<file path="src/logic/prefetch_pkg.sv">
//////////////////////////////////////////////////////////////////////
// Prefetch controller shared definitions
// Holds the FIFO depth, count and address widths, the sequential
// fetch step, and the address and count types used across the design
//////////////////////////////////////////////////////////////////////

`default_nettype none

package prefetch_pkg;

  // Number of prefetch FIFO entries, also the cap on outstanding requests
  localparam int unsigned DEPTH = 4;

  // Wide enough to hold any count from zero up to DEPTH inclusive
  localparam int unsigned CNT_W = $clog2(DEPTH) + 1;

  // Instruction address width
  localparam int unsigned ADDR_W = 32;

  typedef logic [ADDR_W-1:0] addr_t;
  typedef logic [CNT_W-1:0]  cnt_t;

  // Byte distance between two sequential word fetches
  localparam addr_t ADDR_STEP = addr_t'(4);

endpackage

`default_nettype wire

</file>
<file path="src/logic/prefetch_addr_fsm.sv">
//////////////////////////////////////////////////////////////////////
// Prefetch request and address generation
// Gates fetch requests against FIFO capacity, replays an unaccepted
// branch target and advances the transaction address by one word
// on every accepted request
//////////////////////////////////////////////////////////////////////

`timescale 1ns/1ps
`default_nettype none

module prefetch_addr_fsm (
  input  wire logic                clk,
  input  wire logic                rst_n,
  input  wire logic                req_i,
  input  wire logic                branch_i,
  input  wire prefetch_pkg::addr_t branch_addr_i,
  input  wire prefetch_pkg::cnt_t  fifo_cnt_i,
  input  wire prefetch_pkg::cnt_t  outstanding_cnt_i,
  input  wire logic                trans_ready_i,
  output logic                     trans_valid_o,
  output prefetch_pkg::addr_t      trans_addr_o,
  output logic                     accepted_o
);

  // Only two states are needed, normal prefetch and waiting for the
  // bus to take a branch target that missed its own cycle
  typedef enum logic {
    state_idle,
    state_branch_wait
  } state_t;

  state_t              state_q;
  state_t              state_d;
  prefetch_pkg::addr_t trans_addr_q;
  prefetch_pkg::addr_t addr_incr;
  prefetch_pkg::addr_t branch_addr_aligned;
  prefetch_pkg::cnt_t  fifo_cnt_masked;
  // One bit wider than a count so that the sum cannot wrap
  logic [prefetch_pkg::CNT_W:0] slots_used;

  //////////////////////////////////////////////////////////////////////
  // Request gating
  //////////////////////////////////////////////////////////////////////

  // A branch flushes the FIFO in the same cycle, so its entries do
  // not take up space for the new target request
  assign fifo_cnt_masked = branch_i ? '0 : fifo_cnt_i;

  assign slots_used = {1'b0, fifo_cnt_masked} + {1'b0, outstanding_cnt_i};

  // Never request more than the FIFO can hold once every response lands
  assign trans_valid_o = req_i &&
                         (slots_used < (prefetch_pkg::CNT_W + 1)'(prefetch_pkg::DEPTH));

  assign accepted_o = trans_valid_o && trans_ready_i;

  //////////////////////////////////////////////////////////////////////
  // Address selection and state machine
  //////////////////////////////////////////////////////////////////////

  // The prefetcher only ever issues word fetches
  assign branch_addr_aligned = {branch_addr_i[prefetch_pkg::ADDR_W-1:2], 2'b00};
  assign addr_incr = {trans_addr_q[prefetch_pkg::ADDR_W-1:2], 2'b00} + prefetch_pkg::ADDR_STEP;

  always_comb begin
    state_d = state_q;

    // A new branch always wins, even while an older target is pending
    if (branch_i) begin
      trans_addr_o = branch_addr_aligned;
    end else if (state_q == state_branch_wait) begin
      trans_addr_o = trans_addr_q;
    end else begin
      trans_addr_o = addr_incr;
    end

    case (state_q)
      state_idle: begin
        // Target not taken by the bus yet, keep replaying it
        if (branch_i && !accepted_o) begin
          state_d = state_branch_wait;
        end
      end
      state_branch_wait: begin
        // Target is out, sequential prefetch resumes from here
        if (accepted_o) begin
          state_d = state_idle;
        end
      end
      default: begin
        state_d = state_idle;
      end
    endcase
  end

  //////////////////////////////////////////////////////////////////////
  // Registers
  //////////////////////////////////////////////////////////////////////

  always_ff @(posedge clk or negedge rst_n) begin
    if (!rst_n) begin
      state_q      <= state_idle;
      trans_addr_q <= '0;
    end else begin
      state_q <= state_d;
      // Under back-pressure with no branch the address simply holds
      if (branch_i || accepted_o) begin
        trans_addr_q <= trans_addr_o;
      end
    end
  end

endmodule

`default_nettype wire

</file>
<file path="src/logic/prefetch_ctrl.sv">
//////////////////////////////////////////////////////////////////////
// Instruction prefetch controller
// Sits between the fetch stage and the bus adapter, issuing word
// requests, redirecting on branches and steering responses into
// the prefetch FIFO or straight to the fetch stage
//////////////////////////////////////////////////////////////////////

`timescale 1ns/1ps
`default_nettype none

module prefetch_ctrl (
  input  wire logic                clk,
  input  wire logic                rst_n,

  // Fetch stage side
  input  wire logic                req_i,
  input  wire logic                branch_i,
  input  wire prefetch_pkg::addr_t branch_addr_i,
  input  wire logic                fetch_ready_i,
  output logic                     fetch_valid_o,
  output logic                     busy_o,

  // Request channel to the bus adapter
  output logic                     trans_valid_o,
  output prefetch_pkg::addr_t      trans_addr_o,
  input  wire logic                trans_ready_i,

  // Response channel, always accepted
  input  wire logic                resp_valid_i,

  // Prefetch FIFO control
  output logic                     fifo_push_o,
  output logic                     fifo_pop_o,
  output logic                     fifo_flush_o,
  input  wire prefetch_pkg::cnt_t  fifo_cnt_i,
  input  wire logic                fifo_empty_i
);

  // Requests in flight, fed back for capacity gating
  prefetch_pkg::cnt_t outstanding_cnt;
  // Request handshake completed this cycle
  logic               accepted;

  prefetch_addr_fsm u_addr_fsm (
    .clk               (clk),
    .rst_n             (rst_n),
    .req_i             (req_i),
    .branch_i          (branch_i),
    .branch_addr_i     (branch_addr_i),
    .fifo_cnt_i        (fifo_cnt_i),
    .outstanding_cnt_i (outstanding_cnt),
    .trans_ready_i     (trans_ready_i),
    .trans_valid_o     (trans_valid_o),
    .trans_addr_o      (trans_addr_o),
    .accepted_o        (accepted)
  );

  prefetch_resp_ctrl u_resp_ctrl (
    .clk               (clk),
    .rst_n             (rst_n),
    .branch_i          (branch_i),
    .accepted_i        (accepted),
    .trans_valid_i     (trans_valid_o),
    .resp_valid_i      (resp_valid_i),
    .fetch_ready_i     (fetch_ready_i),
    .fifo_empty_i      (fifo_empty_i),
    .outstanding_cnt_o (outstanding_cnt),
    .fetch_valid_o     (fetch_valid_o),
    .fifo_push_o       (fifo_push_o),
    .fifo_pop_o        (fifo_pop_o),
    .fifo_flush_o      (fifo_flush_o),
    .busy_o            (busy_o)
  );

endmodule

`default_nettype wire

</file>
<file path="src/logic/prefetch_resp_ctrl.sv">
//////////////////////////////////////////////////////////////////////
// Prefetch response bookkeeping
// Counts outstanding requests, drops responses that belong to
// requests issued before a branch, and steers the surviving ones
// to the fetch stage or into the prefetch FIFO
//////////////////////////////////////////////////////////////////////

`timescale 1ns/1ps
`default_nettype none

module prefetch_resp_ctrl (
  input  wire logic         clk,
  input  wire logic         rst_n,
  input  wire logic         branch_i,
  input  wire logic         accepted_i,
  input  wire logic         trans_valid_i,
  input  wire logic         resp_valid_i,
  input  wire logic         fetch_ready_i,
  input  wire logic         fifo_empty_i,
  output prefetch_pkg::cnt_t outstanding_cnt_o,
  output logic              fetch_valid_o,
  output logic              fifo_push_o,
  output logic              fifo_pop_o,
  output logic              fifo_flush_o,
  output logic              busy_o
);

  prefetch_pkg::cnt_t outstanding_q;
  prefetch_pkg::cnt_t outstanding_d;
  prefetch_pkg::cnt_t flush_cnt_q;
  prefetch_pkg::cnt_t flush_cnt_d;
  logic               fifo_valid;
  logic               discard;

  //////////////////////////////////////////////////////////////////////
  // Outstanding request counter
  //////////////////////////////////////////////////////////////////////

  // The request gating keeps this at or below DEPTH, and a response
  // only ever follows an accepted request, so it never wraps
  always_comb begin
    case ({accepted_i, resp_valid_i})
      2'b10:   outstanding_d = outstanding_q + prefetch_pkg::cnt_t'(1);
      2'b01:   outstanding_d = outstanding_q - prefetch_pkg::cnt_t'(1);
      default: outstanding_d = outstanding_q;
    endcase
  end

  assign outstanding_cnt_o = outstanding_q;

  //////////////////////////////////////////////////////////////////////
  // Response flush counter
  //////////////////////////////////////////////////////////////////////

  always_comb begin
    flush_cnt_d = flush_cnt_q;
    if (branch_i) begin
      // Every request still in flight at the branch returns a stale word.
      // Words already in the FIFO are dropped by the FIFO flush itself
      flush_cnt_d = outstanding_q;
      // A response landing in the branch cycle is discarded right away
      if (resp_valid_i && (outstanding_q != '0)) begin
        flush_cnt_d = outstanding_q - prefetch_pkg::cnt_t'(1);
      end
    end else if (resp_valid_i && (flush_cnt_q != '0)) begin
      flush_cnt_d = flush_cnt_q - prefetch_pkg::cnt_t'(1);
    end
  end

  //////////////////////////////////////////////////////////////////////
  // Fetch and FIFO steering
  //////////////////////////////////////////////////////////////////////

  assign fifo_valid = !fifo_empty_i;

  // Nothing reaches the fetch stage while stale words are still due
  assign discard = branch_i || (flush_cnt_q != '0);

  assign fetch_valid_o = (fifo_valid || resp_valid_i) && !discard;

  // A response bypasses the FIFO only when the FIFO is empty and the
  // fetch stage takes the word in this very cycle, which keeps order
  assign fifo_push_o = resp_valid_i && (fifo_valid || !fetch_ready_i) && !discard;
  assign fifo_pop_o  = fifo_valid && fetch_ready_i;

  // Every buffered word is on the wrong path after a branch
  assign fifo_flush_o = branch_i;

  // Busy while anything is in flight or about to be requested
  assign busy_o = (outstanding_q != '0) || trans_valid_i;

  //////////////////////////////////////////////////////////////////////
  // Registers
  //////////////////////////////////////////////////////////////////////

  always_ff @(posedge clk or negedge rst_n) begin
    if (!rst_n) begin
      outstanding_q <= '0;
      flush_cnt_q   <= '0;
    end else begin
      outstanding_q <= outstanding_d;
      flush_cnt_q   <= flush_cnt_d;
    end
  end

endmodule

`default_nettype wire

</file>
<file path="config.mk">
export PLATFORM = sky130hd
export DESIGN_NAME = prefetch_ctrl
export DESIGN_NICKNAME = d
export VERILOG_FILES = /design/src/logic/prefetch_pkg.sv /design/src/logic/prefetch_addr_fsm.sv /design/src/logic/prefetch_ctrl.sv /design/src/logic/prefetch_resp_ctrl.sv
export SDC_FILE = /design/constraint.sdc
export NUM_CORES = 1
export LEC_CHECK = 0
export BUFFER_PORTS_ARGS = -buffer_cell sky130_fd_sc_hd__buf_2
export CAP_MARGIN = 15
export CORE_ASPECT_RATIO = 1.4
export CORE_MARGIN = 5
export CORE_UTILIZATION = 51
export DETAILED_ROUTE_END_ITERATION = 10
export GPL_TIMING_DRIVEN = 0
export PLACE_DENSITY = 0.86
export SYNTH_ARGS = -nofsm -noshare
export SYNTH_HDL_FRONTEND = slang
export SYNTH_SLANG_ARGS = --single-unit
export TNS_END_PERCENT = 10
</file>
<file path="constraint.sdc">
create_clock -name clk -period 5.9 [get_ports clk]
set_input_delay 1.475 -clock clk [delete_from_list [all_inputs] [get_ports clk]]
set_output_delay 1.475 -clock clk [all_outputs]
set_load 0.01 [all_outputs]
</file>
=== Word-level counts from Yosys, hierarchy flattened ===
Index checks and enable logic that the tools add are counted.

* Bitwise operators: 1
* Mux-type cells: 10
* $lt $le $gt $ge: 1
* Reductions and logical operators: 22
* Add/subtract/negate cells: 5
* Eq/ne operators: 2

{| class="wikitable"
|+ Operators with widths
! cell !! number
|-
| $mux 32 || 2
|-
| $add 32x3->32 const B || 1
|-
| $mux 3 || 4
|-
| $logic_and 1x1->1 || 9
|-
| $pmux 3 s2 || 1
|-
| $reduce_bool 3->1 || 2
|-
| $sub 3x1->3 const B || 2
|-
| $logic_or 1x1->1 || 5
|-
| $add 3x3->4 || 1
|-
| $logic_not 1->1 || 4
|-
| $lt 4x3->1 const B || 1
|-
| $reduce_bool 2->1 || 2
|-
| $add 3x1->3 const B || 1
|-
| $eq 2x1->1 const B || 1
|-
| $eq 2x2->1 const B || 1
|-
| $mux 1 || 2
|-
| $pmux 1 s2 || 1
|-
| $not 1->1 || 1
|}

* Flip-flop bits (word level): 39
* Logic and storage cells: 45
* Input bits: 43

=== Longest topological paths before layout ===
* Depth after elaboration: 9
* Depth in mapped cells: 12

=== Modules after synthesis ===
From an unflattened synthesis, not the netlist that was laid out.

* Cells, all modules: 388
* Area, all modules: 3320.7 um2

{| class="wikitable"
|+ By module, submodules not included
! module !! area each (um2) !! instances !! cells an instance
|-
| prefetch_addr_fsm || 2854.0 || 1 || 337
|-
| prefetch_resp_ctrl || 466.7 || 1 || 51
|}

=== Worst setup path after synthesis ===
Ideal clock, no wire load.

* Path kind: in2out
* From: in branch_i
* To: out busy_o
* Data arrival time: 2.899 ns
* Stages on the path: 7
* Path slack: 1.526 ns
* Required time: 4.425 ns
* Buffers on the path: 2
* Path through: buf_2 buf_1 nor2b_1 ha_1 nand4b_1 and2_1 or3_1

* Cells in the longest elaborated chain, start to end: 5

{| class="wikitable"
|+ Ends and longest elaborated chain
! what !! line !! RTL
|-
| from (decl) || prefetch_ctrl.sv:17 || <nowiki>input wire logic branch_i,</nowiki>
|-
| $mux 3 || prefetch_addr_fsm.sv:47 || <nowiki>assign fifo_cnt_masked = branch_i ? '0 : fifo_cnt_i;</nowiki>
|-
| $add 3x3->4 || prefetch_addr_fsm.sv:49 || <nowiki>assign slots_used = {1'b0, fifo_cnt_masked} + {1'b0, outstanding_cnt_i};</nowiki>
|-
| $lt 4x3->1 || prefetch_addr_fsm.sv:53 || <nowiki>(slots_used < (prefetch_pkg::CNT_W + 1)'(prefetch_pkg::DEPTH));</nowiki>
|-
| $logic_and 1x1->1 || prefetch_addr_fsm.sv:52 || <nowiki>assign trans_valid_o = req_i &&</nowiki>
|-
| via trans_valid_o || prefetch_ctrl.sv:24 || <nowiki>output logic trans_valid_o,</nowiki>
|-
| $logic_or 1x1->1 || prefetch_resp_ctrl.sv:90 || <nowiki>assign busy_o = (outstanding_q != '0) || trans_valid_i;</nowiki>
|-
| to (decl) || prefetch_ctrl.sv:21 || <nowiki>output logic busy_o,</nowiki>
|}

The timed path passes the listed nets, and every way through them passes these cells.

=== Worst setup path in the final report ===
* From: in branch_i
* To: out trans_addr_o[28]

* Cells in the longest elaborated chain, start to end: 1

{| class="wikitable"
|+ Ends and longest elaborated chain
! what !! line !! RTL
|-
| $mux 32 || prefetch_addr_fsm.sv:69 || <nowiki>if (branch_i) begin</nowiki>
|-
| to (decl) || prefetch_ctrl.sv:25 || <nowiki>output prefetch_pkg::addr_t trans_addr_o,</nowiki>
|}

No other way between the ends.

==> results.md <==
Critical path:
- The worst-case register-to-register setup slack is 3.42 ns.
- The path type of the worst setup path is in -> out.
- The required arrival time at the worst endpoint is 4.43 ns.
- The largest single stage delay on the critical path is 0.53 ns.
- The endpoint identified for the worst register-to-register timing path is u_addr_fsm.trans_addr_q[26].
- The data arrival time of the critical path is 3.31 ns.
- The kind of capture point of the worst setup path is a primary output.
- The worst reg2reg path depth is 8.
- The critical path goes through buf_2 > inv_1 > clkbuf_1 > clkbuf_1 > mux2_2 > buf_2.
- Along the worst path, the maximum fanout reaches 10.
- For this design, the slowest cell found on the critical path is clkbuf_1.
- The startpoint kind of the worst setup timing path is a primary input.
- In this run the critical register-to-register path is launched from u_resp_ctrl.outstanding_cnt_o[2].

Yosys:
- The most used flip-flop cell after synthesis is dfrtp_1.
- In the synthesized netlist, the number of instances is 346.
- The simple logic cell fraction of the synthesized area is 25.6%.
- The number of different library cells in the post-synthesis netlist is 41.
- By area the synthesized netlist is led by dfrtp_1 32%, mux2_2 9.5%, xnor2_1 7.7%.
- The sequential-to-total area share from yosys stat is 31.6%.
- The synthesized design contains 39 register bits.
- The commonest cells after synthesis are 39 x dfrtp_1, 27 x nand2_1, 27 x xnor2_1.
- The number of nets in the synthesized netlist is 398.
- The main combinational cell family by area after synthesis is simple AND/OR/NAND/NOR gates.
- In the synthesized netlist, mux cells make up 10.1% of the area.
- After synthesis, the mean cell area works out to 8.93 um2.
- Summing the areas of all fa, ha and maj instances in the mapped netlist gives 3.64% of the synthesized area.
- The synthesized netlist devotes 10.9% of its cell area to compound gates.
- For this run, the number of Yosys warnings is 0.
- The most frequently used cell type in the post-synthesis netlist is dfrtp_1.
- The area fraction of the dominant cell type after synthesis is 31.6%.
- The netlist area before placement is 3090 um2.
- For this run, asynchronously set or reset flops after synthesis account for 100%.
- In this run, synthesis inferred 0 flip-flops with an integrated enable.
- The synthesized-area fraction occupied by xor and xnor cells is 13.6%.
- dfrtp_1 takes more of the synthesized area than any other cell.

STA:
- The worst path meets setup with 1.11 ns of slack.
- The worst path uses 81.2% of the clock period.
- Static timing analysis puts the maximum clock frequency at 0.209 GHz.
- The final period demand of the worst path is 4.79 ns.
- The max-slew violation count is 0.
- Setup violations remaining at the end of the flow were counted as 0.
- Setup repair after global routing left no endpoint under its margin.
- At the pin with the least slew margin, the transition time is 0.922 ns.
- Final hold analysis gives a worst-case slack of 0.544 ns.
- The clock skew after layout is 0.0139 ns.
- The final hold violation count was 0.
- The remaining max-slew budget at the tightest pin is 38.5%.
- The sum of negative setup slack is 0 ns.

Cells and area:
- The area occupied by multi-input gates is 1980 um2.
- The filler cells instantiated in the layout total 523.
- The register area is 976 um2.
- The number of antenna cells inserted is 0.
- The layout cell share with drive strength beyond 1 is 29.8%.
- The synthesis-to-finish area growth is 18.7%.
- The net count of the finished layout is 482.

Power and ir drop:
- The share of total power in sequential cells is 39.1%.
- Dividing total power by cell area gives a power density of 270 nW/um2.
- The static power due to leakage is 1.59 nW.
- The reported net switching power is 0.000371 W.
- Cell internal power was estimated by the tool at 0.000618 W.
- The largest voltage drop on the vdd net is 0.219 mV.
- Combinational logic is responsible for 37.8% of the overall power.
- The relative contribution of the clock network to total power is 23.1%.
- Of the total power, the share spent switching nets is 37.5%.

Clocking:
- The total number of clock tree sinks is 39.
- After clock tree synthesis, the repair step resized 0 gates.
- The clock passes through at most 2 buffers.
- The H-tree depth reported by CTS is 2.
- At the later pin of the worst-skew pair, clock insertion delay measures 0.31 ns.
- TritonCTS built the clock tree.
- The post-CTS clock slew at the launch and capture registers of the worst setup and hold paths is 0.08 ns.
- The post-CTS setup repair buffer count is 0.
- The number of buffers added by the clock tree synthesis step is 5.
- The number of hold buffers added after cts is 0.
- The root buffer cell chosen for the clock tree is clkbuf_8.

Hold path:
- Counting instances, the worst hold path has a depth of 1.
- The origin of the worst min-delay path is u_addr_fsm.trans_addr_q[0].
- The worst hold path belongs to the class reg -> reg.
- The worst hold path endpoint is u_addr_fsm.trans_addr_q[0].

Routing:
- The total routed wirelength is 8050 um.
- The detailed-route vias per instance is 5.72.
- The post-detailed-route count of antenna-violating nets is 0.
- The average detailed-routed wire length per instance is 16.1 um.
- The detailed router finished its first iteration with 117 violations.
- The remaining design rule violation count is 0.
- The routed layout has 2,861 vias.
- The first TritonRoute pass finished after 4 iterations.

Run:
- The max-cap violation count is 0.

Die:
- The initial core utilization is 52.7%.
- The number of rows in the core area is 33.
- The die is 75.8 um wide.
- The placeable core region is 5860 um2.
- From bottom edge to top edge, the die measures 102 um.
- The count of pins on the block boundary is 81.
- The die covers 7740 um2.

Placement:
- The port buffer count is 77.
- The weighted congestion reported at the end of routability-driven placement is 0.903.
- The minimum setup slack after placement is 1.11 ns.
- Detailed placement finished with a half-perimeter wire length of 6130 um.

Global routing:
- Entering global routing, the biggest net connects 40 pins.
- The number of global-route vias before repair is 2,998.
- The first-pass GRT wire length is 13,300 um.
- The remaining global-route overflow is 0.
- The overall global routing resource usage is 22.0%.
- The number of antenna violations at the first check in global routing was 0.

Run status:
- The run finished with clean final reports.
-- layer usage --
| metal | vias up | share of wire [%] | GRT usage (%) |
|---|---|---|---|
| met5 | - | 0 | 0 |
| met4 | 0 | 2.9 | 9.29 |
| met3 | 19 | 6.0 | 4.13 |
| met2 | 103 | 53 | 39.3 |
| met1 | 1354 | 38 | 24.9 |
| li1 | 1385 | - | - |
-- sequential cells by signal, indices dropped and copies added (netlist names) --
signal,count
u_addr_fsm.state_q,1
u_addr_fsm.trans_addr_q,32
u_resp_ctrl.flush_cnt_q,3
u_resp_ctrl.outstanding_cnt_o,3
-- how the worst max path moves through the flow --
stage          startpoint                to
6_report         branch_i  trans_addr_o[28]
5_1_grt          branch_i  trans_addr_o[28]
4_1_cts          branch_i  trans_addr_o[28]
3_5_place_dp     branch_i  trans_addr_o[28]
3_3_place_gp     branch_i  trans_addr_o[25]
2_1_floorplan    branch_i            busy_o
-- kinds of logic (layout without fill, tap and decap cells) --
logic type,count (synthesis),after routing
buffers and inverters,32,116
AOI/OAI and AO/OA,52,52
DFF,39,39
muxes,28,28
and+or+nand+nor,138,138
xor gates and xnor gates,48,48
adders and majority gates,9,9
-- layout by cell type (no fill, tap or decap), types with 6 or more instances in the layout --
| master | n |
|---|---|
| buf_2 | 86 |
| dfrtp_1 | 39 |
| nand2_1 | 27 |
| xnor2_1 | 27 |
| mux2_2 | 26 |
| nor2_1 | 21 |
| xor2_1 | 21 |
| nand3_1 | 19 |
| nand4_1 | 16 |
| o21ai_0 | 14 |
| nor3_1 | 12 |
| a21boi_0 | 11 |
| nand2b_1 | 10 |
| a21oi_1 | 10 |
| inv_1 | 9 |
| clkbuf_1 | 9 |
| ha_1 | 9 |
| and3_1 | 6 |
| o21a_1 | 6 |
| o31a_1 | 6 |
-- power groups by stage --
| stage | clock network, W | registers, W | logic (W) |
|---|---|---|---|
| 6_report | 0.000229 | 0.000387 | 0.000373 |
| 3_3_place_gp | 0 | 0.000386 | 0.000354 |
| 3_5_place_dp | 0 | 0.000391 | 0.000371 |
| 4_1_cts | 0.000227 | 0.000385 | 0.000375 |
| 2_1_floorplan | 0 | 0.000375 | 0.000268 |
| 5_1_grt | 0.000238 | 0.000395 | 0.000415 |
-- metrics by stage --
stage	instances	total power (W)	area, um2	utilization (%)
after floorplan	346	0.000644	3090	-
after global placement	493	0.000740	3560	60.8
after detailed placement	493	0.000761	3560	60.8
after CTS	500	0.000988	3670	62.6
after global routing	500	0.00105	3670	62.6
final	500	0.000989	3670	62.6
-- cell type report --
cell class / instances / share of cell area (%)
buffer: 23 / 2.86
timing repair buffer: 77 / 10.5
clock inverter: 2 / 1.02
tap: 70 / 2.39
clock buffer: 5 / 1.88
multi-input combinational: 275 / 53.8
sequential: 39 / 26.6
inverter: 9 / 0.921
-- worst max-delay path: cells and delay by family --
family / cells / cell delay, ns
buffers and inverters: 5 / 1.43
multiplexers: 1 / 0.40
Power figures use the tool's default switching activity.
